==> src/corePkg.sv <==
package corePkg;

    // Datapath width
    localparam int xlen = 32;

    // Physical register tags and file depth
    localparam int tagW = 6;
    localparam int numPhysRegs = 64;

    // Architectural register number and sequence number widths
    localparam int nmW = 5;
    localparam int sqNW = 6;

    // Integer opcodes seen by the execute cluster
    typedef enum logic [4:0] {
        // Register or immediate arithmetic and logic
        opAdd,
        opSub,
        opXor,
        opOr,
        opAnd,

        // Shifts, amount in the low 5 bits of op1
        opSll,
        opSrl,
        opSra,

        // Compares
        opSlt,
        opSltu,

        // Upper immediate forms
        opLui,
        opAuipc,

        // Unconditional jumps, link value is pc plus 4
        opJal,
        opJalr,

        // Conditional branches
        opBeq,
        opBne,
        opBlt,
        opBge,
        opBltu,
        opBgeu
    } aluOpE;

endpackage

==> src/issueIf.sv <==
`timescale 1ns/1ps

interface issueIf;
    import corePkg::*;

    logic valid;

    // Source operands and precomputed branch target
    logic [xlen-1:0] op0;
    logic [xlen-1:0] op1;
    logic [xlen-1:0] op2;

    aluOpE opcode;
    logic [tagW-1:0] tagDst;
    logic [nmW-1:0] nmDst;
    logic [sqNW-1:0] sqN;

    modport src (
        output valid, op0, op1, op2, opcode, tagDst, nmDst, sqN
    );

    modport dst (
        input valid, op0, op1, op2, opcode, tagDst, nmDst, sqN
    );

endinterface

==> src/resultIf.sv <==
`timescale 1ns/1ps

interface resultIf;
    import corePkg::*;

    logic valid;
    logic [xlen-1:0] result;
    logic [tagW-1:0] tagDst;
    logic [nmW-1:0] nmDst;
    logic [sqNW-1:0] sqN;

    // Producer side, the ALU
    modport src (
        output valid, result, tagDst, nmDst, sqN
    );

    // Writeback side, the register file
    modport wb (
        input valid, result, tagDst, nmDst, sqN
    );

endinterface
==> src/execTop.sv <==
`timescale 1ns/1ps

module execTop (
    input  logic                     clk,
    input  logic                     rstN,

    // Issue
    input  logic                     issueValid,
    input  logic [corePkg::tagW-1:0] issueSrcTag0,
    input  logic [corePkg::tagW-1:0] issueSrcTag1,
    input  logic [corePkg::xlen-1:0] issueImm,
    input  logic [corePkg::xlen-1:0] issuePc,
    input  logic                     issueUseImm,
    input  corePkg::aluOpE           issueOpcode,
    input  logic [corePkg::tagW-1:0] issueTagDst,
    input  logic [corePkg::nmW-1:0]  issueNmDst,
    input  logic [corePkg::sqNW-1:0] issueSqN,

    // External write port, e.g. a load pipeline
    input  logic                     extWrEn,
    input  logic [corePkg::tagW-1:0] extWrTag,
    input  logic [corePkg::xlen-1:0] extWrData,

    // Result
    output logic                     resValid,
    output logic [corePkg::xlen-1:0] resResult,
    output logic [corePkg::tagW-1:0] resTagDst,
    output logic [corePkg::nmW-1:0]  resNmDst,
    output logic [corePkg::sqNW-1:0] resSqN,

    // Branch outcome
    output logic                     brValid,
    output logic                     brTaken,
    output logic [corePkg::xlen-1:0] brAddress,
    output logic [corePkg::sqNW-1:0] brSqN
);
    import corePkg::*;

    logic [tagW-1:0] rdTag0;
    logic [tagW-1:0] rdTag1;
    logic [xlen-1:0] rdData0;
    logic [xlen-1:0] rdData1;

    issueIf issueBus ();
    resultIf resultBus ();

    physRegFile uRegFile (
        .clk       (clk),
        .rstN      (rstN),
        .wb        (resultBus.wb),
        .extWrEn   (extWrEn),
        .extWrTag  (extWrTag),
        .extWrData (extWrData),
        .rdTag0    (rdTag0),
        .rdTag1    (rdTag1),
        .rdData0   (rdData0),
        .rdData1   (rdData1)
    );

    operandRead uOperandRead (
        .clk          (clk),
        .rstN         (rstN),
        .issueValid   (issueValid),
        .issueSrcTag0 (issueSrcTag0),
        .issueSrcTag1 (issueSrcTag1),
        .issueImm     (issueImm),
        .issuePc      (issuePc),
        .issueUseImm  (issueUseImm),
        .issueOpcode  (issueOpcode),
        .issueTagDst  (issueTagDst),
        .issueNmDst   (issueNmDst),
        .issueSqN     (issueSqN),
        .rdTag0       (rdTag0),
        .rdTag1       (rdTag1),
        .rdData0      (rdData0),
        .rdData1      (rdData1),
        .out          (issueBus.src)
    );

    intAlu uIntAlu (
        .clk       (clk),
        .rstN      (rstN),
        .in        (issueBus.dst),
        .res       (resultBus.src),
        .brValid   (brValid),
        .brTaken   (brTaken),
        .brAddress (brAddress),
        .brSqN     (brSqN)
    );

    // Writeback is also visible at the top
    assign resValid  = resultBus.valid;
    assign resResult = resultBus.result;
    assign resTagDst = resultBus.tagDst;
    assign resNmDst  = resultBus.nmDst;
    assign resSqN    = resultBus.sqN;

endmodule

==> src/intAlu.sv <==
`timescale 1ns/1ps

module intAlu (
    input  logic                     clk,
    input  logic                     rstN,

    issueIf.dst                      in,
    resultIf.src                     res,

    // Branch outcome towards the front end
    output logic                     brValid,
    output logic                     brTaken,
    output logic [corePkg::xlen-1:0] brAddress,
    output logic [corePkg::sqNW-1:0] brSqN
);
    import corePkg::*;

    logic [xlen-1:0] resC;
    logic [4:0] shamt;
    logic sltS;
    logic sltU;
    logic isJump;
    logic isCond;
    logic takenC;

    assign shamt = in.op1[4:0];

    // Shared compare results for slt and the branch conditions
    assign sltS = $signed(in.op0) < $signed(in.op1);
    assign sltU = in.op0 < in.op1;

    assign isJump = (in.opcode == opJal) || (in.opcode == opJalr);
    assign isCond = in.opcode inside {opBeq, opBne, opBlt, opBge, opBltu, opBgeu};

    always_comb begin
        case (in.opcode)
            opAdd,
            opAuipc: resC = in.op0 + in.op1;
            opSub:   resC = in.op0 - in.op1;
            opXor:   resC = in.op0 ^ in.op1;
            opOr:    resC = in.op0 | in.op1;
            opAnd:   resC = in.op0 & in.op1;
            opSll:   resC = in.op0 << shamt;
            opSrl:   resC = in.op0 >> shamt;
            opSra:   resC = $unsigned($signed(in.op0) >>> shamt);
            opSlt:   resC = {{(xlen - 1){1'b0}}, sltS};
            opSltu:  resC = {{(xlen - 1){1'b0}}, sltU};
            opLui:   resC = in.op1;
            // Link value, op0 holds the pc for jumps
            opJal,
            opJalr:  resC = in.op0 + 32'd4;
            default: resC = '0;
        endcase
    end

    // Branch resolution
    always_comb begin
        case (in.opcode)
            opJal,
            opJalr:  takenC = 1'b1;
            opBeq:   takenC = in.op0 == in.op1;
            opBne:   takenC = in.op0 != in.op1;
            opBlt:   takenC = sltS;
            opBge:   takenC = !sltS;
            opBltu:  takenC = sltU;
            opBgeu:  takenC = !sltU;
            default: takenC = 1'b0;
        endcase
    end

    always_ff @(posedge clk) begin
        if (!rstN) begin
            res.valid <= 1'b0;
            brValid   <= 1'b0;
            brTaken   <= 1'b0;
        end else begin
            res.valid <= in.valid;
            brValid   <= in.valid && (isJump || isCond);
            brTaken   <= in.valid && takenC;
        end
    end

    // Result and branch payload move together
    always_ff @(posedge clk) begin
        if (in.valid) begin
            res.result <= resC;
            res.tagDst <= in.tagDst;
            res.nmDst  <= in.nmDst;
            res.sqN    <= in.sqN;
            brAddress  <= in.op2;
            brSqN      <= in.sqN;
        end
    end

endmodule

==> src/operandRead.sv <==
`timescale 1ns/1ps

module operandRead (
    input  logic                     clk,
    input  logic                     rstN,

    // Issued operation
    input  logic                     issueValid,
    input  logic [corePkg::tagW-1:0] issueSrcTag0,
    input  logic [corePkg::tagW-1:0] issueSrcTag1,
    input  logic [corePkg::xlen-1:0] issueImm,
    input  logic [corePkg::xlen-1:0] issuePc,
    input  logic                     issueUseImm,
    input  corePkg::aluOpE           issueOpcode,
    input  logic [corePkg::tagW-1:0] issueTagDst,
    input  logic [corePkg::nmW-1:0]  issueNmDst,
    input  logic [corePkg::sqNW-1:0] issueSqN,

    // Register file read ports
    output logic [corePkg::tagW-1:0] rdTag0,
    output logic [corePkg::tagW-1:0] rdTag1,
    input  logic [corePkg::xlen-1:0] rdData0,
    input  logic [corePkg::xlen-1:0] rdData1,

    issueIf.src                      out
);
    import corePkg::*;

    logic usePc;
    logic [xlen-1:0] op0Sel;
    logic [xlen-1:0] op1Sel;
    logic [xlen-1:0] targetBase;
    logic [xlen-1:0] target;

    assign rdTag0 = issueSrcTag0;
    assign rdTag1 = issueSrcTag1;

    // Jumps also take the pc in op0 so the ALU can form the link value.
    // The jalr target is already resolved below from the register value.
    assign usePc = (issueOpcode == opAuipc) ||
                   (issueOpcode == opJal) ||
                   (issueOpcode == opJalr);

    assign op0Sel = usePc ? issuePc : rdData0;
    assign op1Sel = issueUseImm ? issueImm : rdData1;

    // Branch target adder
    assign targetBase = (issueOpcode == opJalr) ? rdData0 : issuePc;
    assign target = targetBase + issueImm;

    always_ff @(posedge clk) begin
        if (!rstN) begin
            out.valid <= 1'b0;
        end else begin
            out.valid <= issueValid;
        end
    end

    // Operation payload, loaded only for a real issue
    always_ff @(posedge clk) begin
        if (issueValid) begin
            out.op0    <= op0Sel;
            out.op1    <= op1Sel;
            out.op2    <= target;
            out.opcode <= issueOpcode;
            out.tagDst <= issueTagDst;
            out.nmDst  <= issueNmDst;
            out.sqN    <= issueSqN;
        end
    end

endmodule

==> src/physRegFile.sv <==
`timescale 1ns/1ps

module physRegFile (
    input  logic                    clk,
    input  logic                    rstN,

    resultIf.wb                     wb,

    input  logic                    extWrEn,
    input  logic [corePkg::tagW-1:0] extWrTag,
    input  logic [corePkg::xlen-1:0] extWrData,

    input  logic [corePkg::tagW-1:0] rdTag0,
    input  logic [corePkg::tagW-1:0] rdTag1,
    output logic [corePkg::xlen-1:0] rdData0,
    output logic [corePkg::xlen-1:0] rdData1
);
    import corePkg::*;

    logic [xlen-1:0] regs [numPhysRegs];

    logic aluWrEn;
    logic extWrEnQ;

    // Results for architectural x0 are dropped
    assign aluWrEn = rstN && wb.valid && (wb.nmDst != '0);

    // No external writes while held in reset
    assign extWrEnQ = rstN && extWrEn;

    // The ALU write comes last so it overrides the external port on a shared tag
    always_ff @(posedge clk) begin
        if (extWrEnQ) begin
            regs[extWrTag] <= extWrData;
        end
        if (aluWrEn) begin
            regs[wb.tagDst] <= wb.result;
        end
    end

    // Combinational read ports
    assign rdData0 = regs[rdTag0];
    assign rdData1 = regs[rdTag1];

endmodule

==> config.mk <==
export PLATFORM = sky130hd
export DESIGN_NAME = execTop
export DESIGN_NICKNAME = d
export VERILOG_FILES = /design/src/corePkg.sv /design/src/issueIf.sv /design/src/resultIf.sv /design/src/execTop.sv /design/src/intAlu.sv /design/src/operandRead.sv /design/src/physRegFile.sv
export SDC_FILE = /design/constraint.sdc
export NUM_CORES = 2
export LEC_CHECK = 0
export BUFFER_PORTS_ARGS = -buffer_cell sky130_fd_sc_hd__buf_2
export CAP_MARGIN = 20
export CORE_MARGIN = 3
export CORE_UTILIZATION = 40
export CTS_BUF_LIST = sky130_fd_sc_hd__clkbuf_4 sky130_fd_sc_hd__clkbuf_8
export CTS_CLUSTER_SIZE = 8
export DETAILED_ROUTE_END_ITERATION = 16
export HOLD_SLACK_MARGIN = 0.08
export PLACE_DENSITY = 0.58
export RECOVER_POWER = 50
export SKIP_LAST_GASP = 1
export SLEW_MARGIN = 10
export SYNTH_ARGS = -nofsm -noshare
export SYNTH_HDL_FRONTEND = slang
export SYNTH_SLANG_ARGS = --single-unit
==> constraint.sdc <==
create_clock -name clk -period 16 [get_ports clk]
set_clock_uncertainty 0.15 [all_clocks]
set_input_delay 1.6 -clock clk [delete_from_list [all_inputs] [get_ports clk]]
set_output_delay 1.6 -clock clk [all_outputs]
set_load 0.03 [all_outputs]
==> results_dict.tcl <==
set metrics [dict create \
    crit_path_max_fanout 21 \
    start_kind "primary input" \
    p_comb_share_pct 15.5 \
    synth_edf_count 2247 \
    dr.pass1.iters 6 \
    vdd_ir_drop_max_mv 0.05694 \
    path_clk_slew_ns 0.06 \
    regArea_um2 67550 \
    crit_path_end_kind "register" \
    critPathMaxStageDelay_ns 2.34 \
    syn_area_per_cell_um2 16.13 \
    ys_warn_count 0 \
    hold_viol_final 0 \
    path_cells "clkbuf_1 -> o311a_1 -> clkbuf_1 -> nand2b_1 -> nor3_1 -> clkbuf_1 -> nand2_1 -> o21ai_0 -> buf_4" \
    wl_met1_mm 205.4 \
    fin_cells 13260 \
    top_layer "met5" \
    wl_met2_mm 259.0 \
    grt_overflow 0 \
    violations "capacitance limit, slew limit" \
    ys_ff_latch 2251 \
    tightest_slew_ns 5.300 \
    min_path_type "reg2reg" \
    h-tree-depth 5 \
    core_region_area_um2 343300 \
    switching_share_pct 28.07 \
    via_per_inst 6.905 \
    drive_gt1_share_pct 53.15 \
    route.vias.total 91530 \
    power_density_nw_per_um2 94.76 \
    cp_common_cell "clkbuf_1" \
    fin_setup_tns_ns 0 \
    wl_met3_mm 62.77 \
    grt_first_pass_wirelength_mm 763.8 \
    fill_cells 30380 \
    syn_area_um2 137900 \
    p_int_mw 10.27 \
    rows 215 \
    setup_violations 0 \
    cts.path.max_buffers 4 \
    place_inst 12500 \
    arrival_ns 8.83 \
    finalCritPeriodShare_pct 51.71 \
    path_class "in2reg" \
    netlist-cell-type-count 82 \
    drt_iter0_drc 13320 \
    cts_tree "done" \
    cts_resized 0 \
    post-cts-setup-buffers 0 \
    io_buffers 230 \
    start_util_pct 40.19 \
    p_leak_nw 48.01 \
    finalMaxSlewViolations 2550 \
    dp_hpwl_mm 329.7 \
    antenna_left 0 \
    die_area_um2 351900 \
    cts_buffers 391 \
    status "complete, but fails checks" \
    wl_per_cell_um 42.36 \
    die_h_um 593.2 \
    fmax_mhz 120.9 \
    gp_congestion 0.9430 \
    drcViolationCount 0 \
    drv_cap 109 \
    critical-path-slowest-cell "o21ai_0" \
    fin_nets 8624 \
    synthToLayoutAreaGrowth_pct 9.238 \
    switching_power_mw 4.009 \
    syn_nets 8830 \
    cts_hold_buffers 0 \
    rsz0062_at_grt "false" \
    fin_crit_ns 8.273 \
    antenna_found_initial 83 \
    clock_power_share_pct 37.7 \
    wl_mm 561.5 \
    pwr-share-seq_pct 46.8 \
    grt_max_degree 131 \
    ys_async_sr_fraction_pct 0 \
    io_pins 231 \
    grt_usage_pct 31.36 \
    clock_sinks 2251 \
    crit_required_ns 16.55 \
    multi_input_area_um2 66000 \
    clock_latency_ns 1.12 \
    seq_area_frac_synth_pct 48.97 \
    relSlewSlack_pct -257.0 \
    root_buffer "clkbuf_8" \
    postSynthCellCount 8553 \
    ys.flop_type "edfxtp_1" \
    grt_pass1_vias 90160 \
    chipWidth_um 593.2 \
]
[area by class of cell]
cell class | count | area share (%)
diodes | 35 | 0.05813
clock buffers | 520 | 4.235
clock inverters | 190 | 0.8138
inverters | 108 | 0.2690
multi-input cells | 5076 | 43.80
flip-flops and latches | 2251 | 44.83
well taps | 4557 | 3.784
repair buffers | 519 | 2.205
[registers in the layout (all words and copies together), names as in the netlist]
register	flops
uIntAlu.brValid	1
uIntAlu.res.result	32
uIntAlu.res.valid	1
uIntAlu.res.tagDst	6
uOperandRead.out.tagDst	6
uIntAlu.brAddress	32
uRegFile.regs	2048
uOperandRead.out.op2	32
uOperandRead.out.sqN	6
uIntAlu.res.sqN	6
uOperandRead.out.opcode	5
uOperandRead.out.op0	32
uIntAlu.res.nmDst	5
uOperandRead.out.op1	32
uIntAlu.brTaken	1
uOperandRead.out.valid	1
uOperandRead.out.nmDst	5
[metrics by stage]
step / setup WS [ns] / util (%) / hold WS [ns] / power (mW) / instance area [um^2]
after floorplan: 9.558 / - / 0.2503 / 8.200 / 137900
after global placement: 6.714 / 41.88 / 0.2514 / 8.944 / 143700
after detailed placement: 6.725 / 41.89 / 0.2566 / 8.962 / 143800
after CTS: 7.935 / 44.10 / 0.2704 / 14.29 / 151400
after global routing: 7.532 / 43.88 / 0.2741 / 14.70 / 150600
final: 7.727 / 43.90 / 0.2702 / 14.28 / 150700
[cell usage in the layout, fill, tap and decap left out, types with 23 or more instances in the layout]
cell type	netlist	final
clkbuf_4	0	124
buf_4	12	200
nor2_1	224	210
edfxtp_1	2247	2247
nor3_1	34	32
o21ai_4	0	23
a211oi_1	31	31
nand3_1	47	47
o22ai_1	48	41
buf_2	132	148
nand2_1	178	164
o211ai_1	41	41
clkbuf_8	0	397
mux4_2	1384	1384
a221oi_1	29	29
a21oi_1	148	148
xnor2_1	50	50
o21ai_0	146	122
a21o_1	29	29
ha_1	133	133
inv_1	105	104
mux2_2	2162	2157
diode_2	0	35
mux2i_1	41	41
clkbuf_1	778	141
clkinv_2	0	35
clkinv_1	1	120
[cell families after synthesis]
family                   count (synthesis)  share of synthesized area, %
multiplexers                          3587                         40.54
flip-flops                            2251                         48.97
buffers and inverters                 1226                         3.554
AO/OA/AOI/OAI                          652                         3.121
AND/OR/NAND/NOR                        641                         2.176
adder cells (fa/ha/maj)                136                         1.250
XOR/XNOR                                60                        0.3810
[worst max-delay path: cells and delay by family]
kind | cells | cell delay [ns]
simple gates | 3 | 1.49
buf+inv | 4 | 2.90
compound gates | 2 | 2.76
[routing by layer]
layer | GRT usage (%) | vias to the layer above
li1 | - | 34740
met1 | 40.39 | 48630
met2 | 49.04 | 6576
met3 | 7.958 | 1537
met4 | 16.27 | 46
met5 | 0 | -
[worst paths after layout]
check,slack (ns),startpoint,end,depth (start not counted)
worst min-delay path,0.27,uOperandRead.out.sqN[1],uIntAlu.res.sqN[1],0
worst max-delay path,7.73,rstN,uRegFile.regs[2][9],9
worst min register to register,0.27,uOperandRead.out.sqN[1],uIntAlu.res.sqN[1],0
worst max register to register,8.51,uIntAlu.res.nmDst[1],uRegFile.regs[2][9],9
[cells in the mapped netlist (all sizes together) (17+ instances only)]
cell type     n  area share [%]
nor3         34            0.12
mux4       1384              23
nand3        47            0.17
mux2       2162              18
o211ai       41            0.22
edfxtp     2247              49
o21ai       150            0.54
xnor2        50            0.32
mux2i        41            0.30
a221oi       29            0.18
ha          133             1.2
o22ai        48            0.22
nor2        224            0.61
buf         340             1.1
a211oi       32            0.18
a21oi       149            0.54
or3          17           0.077
a21o         29            0.16
inv         107            0.29
clkbuf      778             2.1
a22oi        21            0.11
nand2       178            0.48
[power groups by stage]
stage / Clock, mW / Sequential [mW] / Combinational, mW
after global placement: 0 / 6.79 / 2.15
after floorplan: 0 / 6.77 / 1.43
after detailed placement: 0 / 6.79 / 2.17
after global routing: 5.70 / 6.68 / 2.32
final: 5.39 / 6.68 / 2.22
after CTS: 5.44 / 6.67 / 2.18
Note: power is estimated with default switching activity, not from simulation.
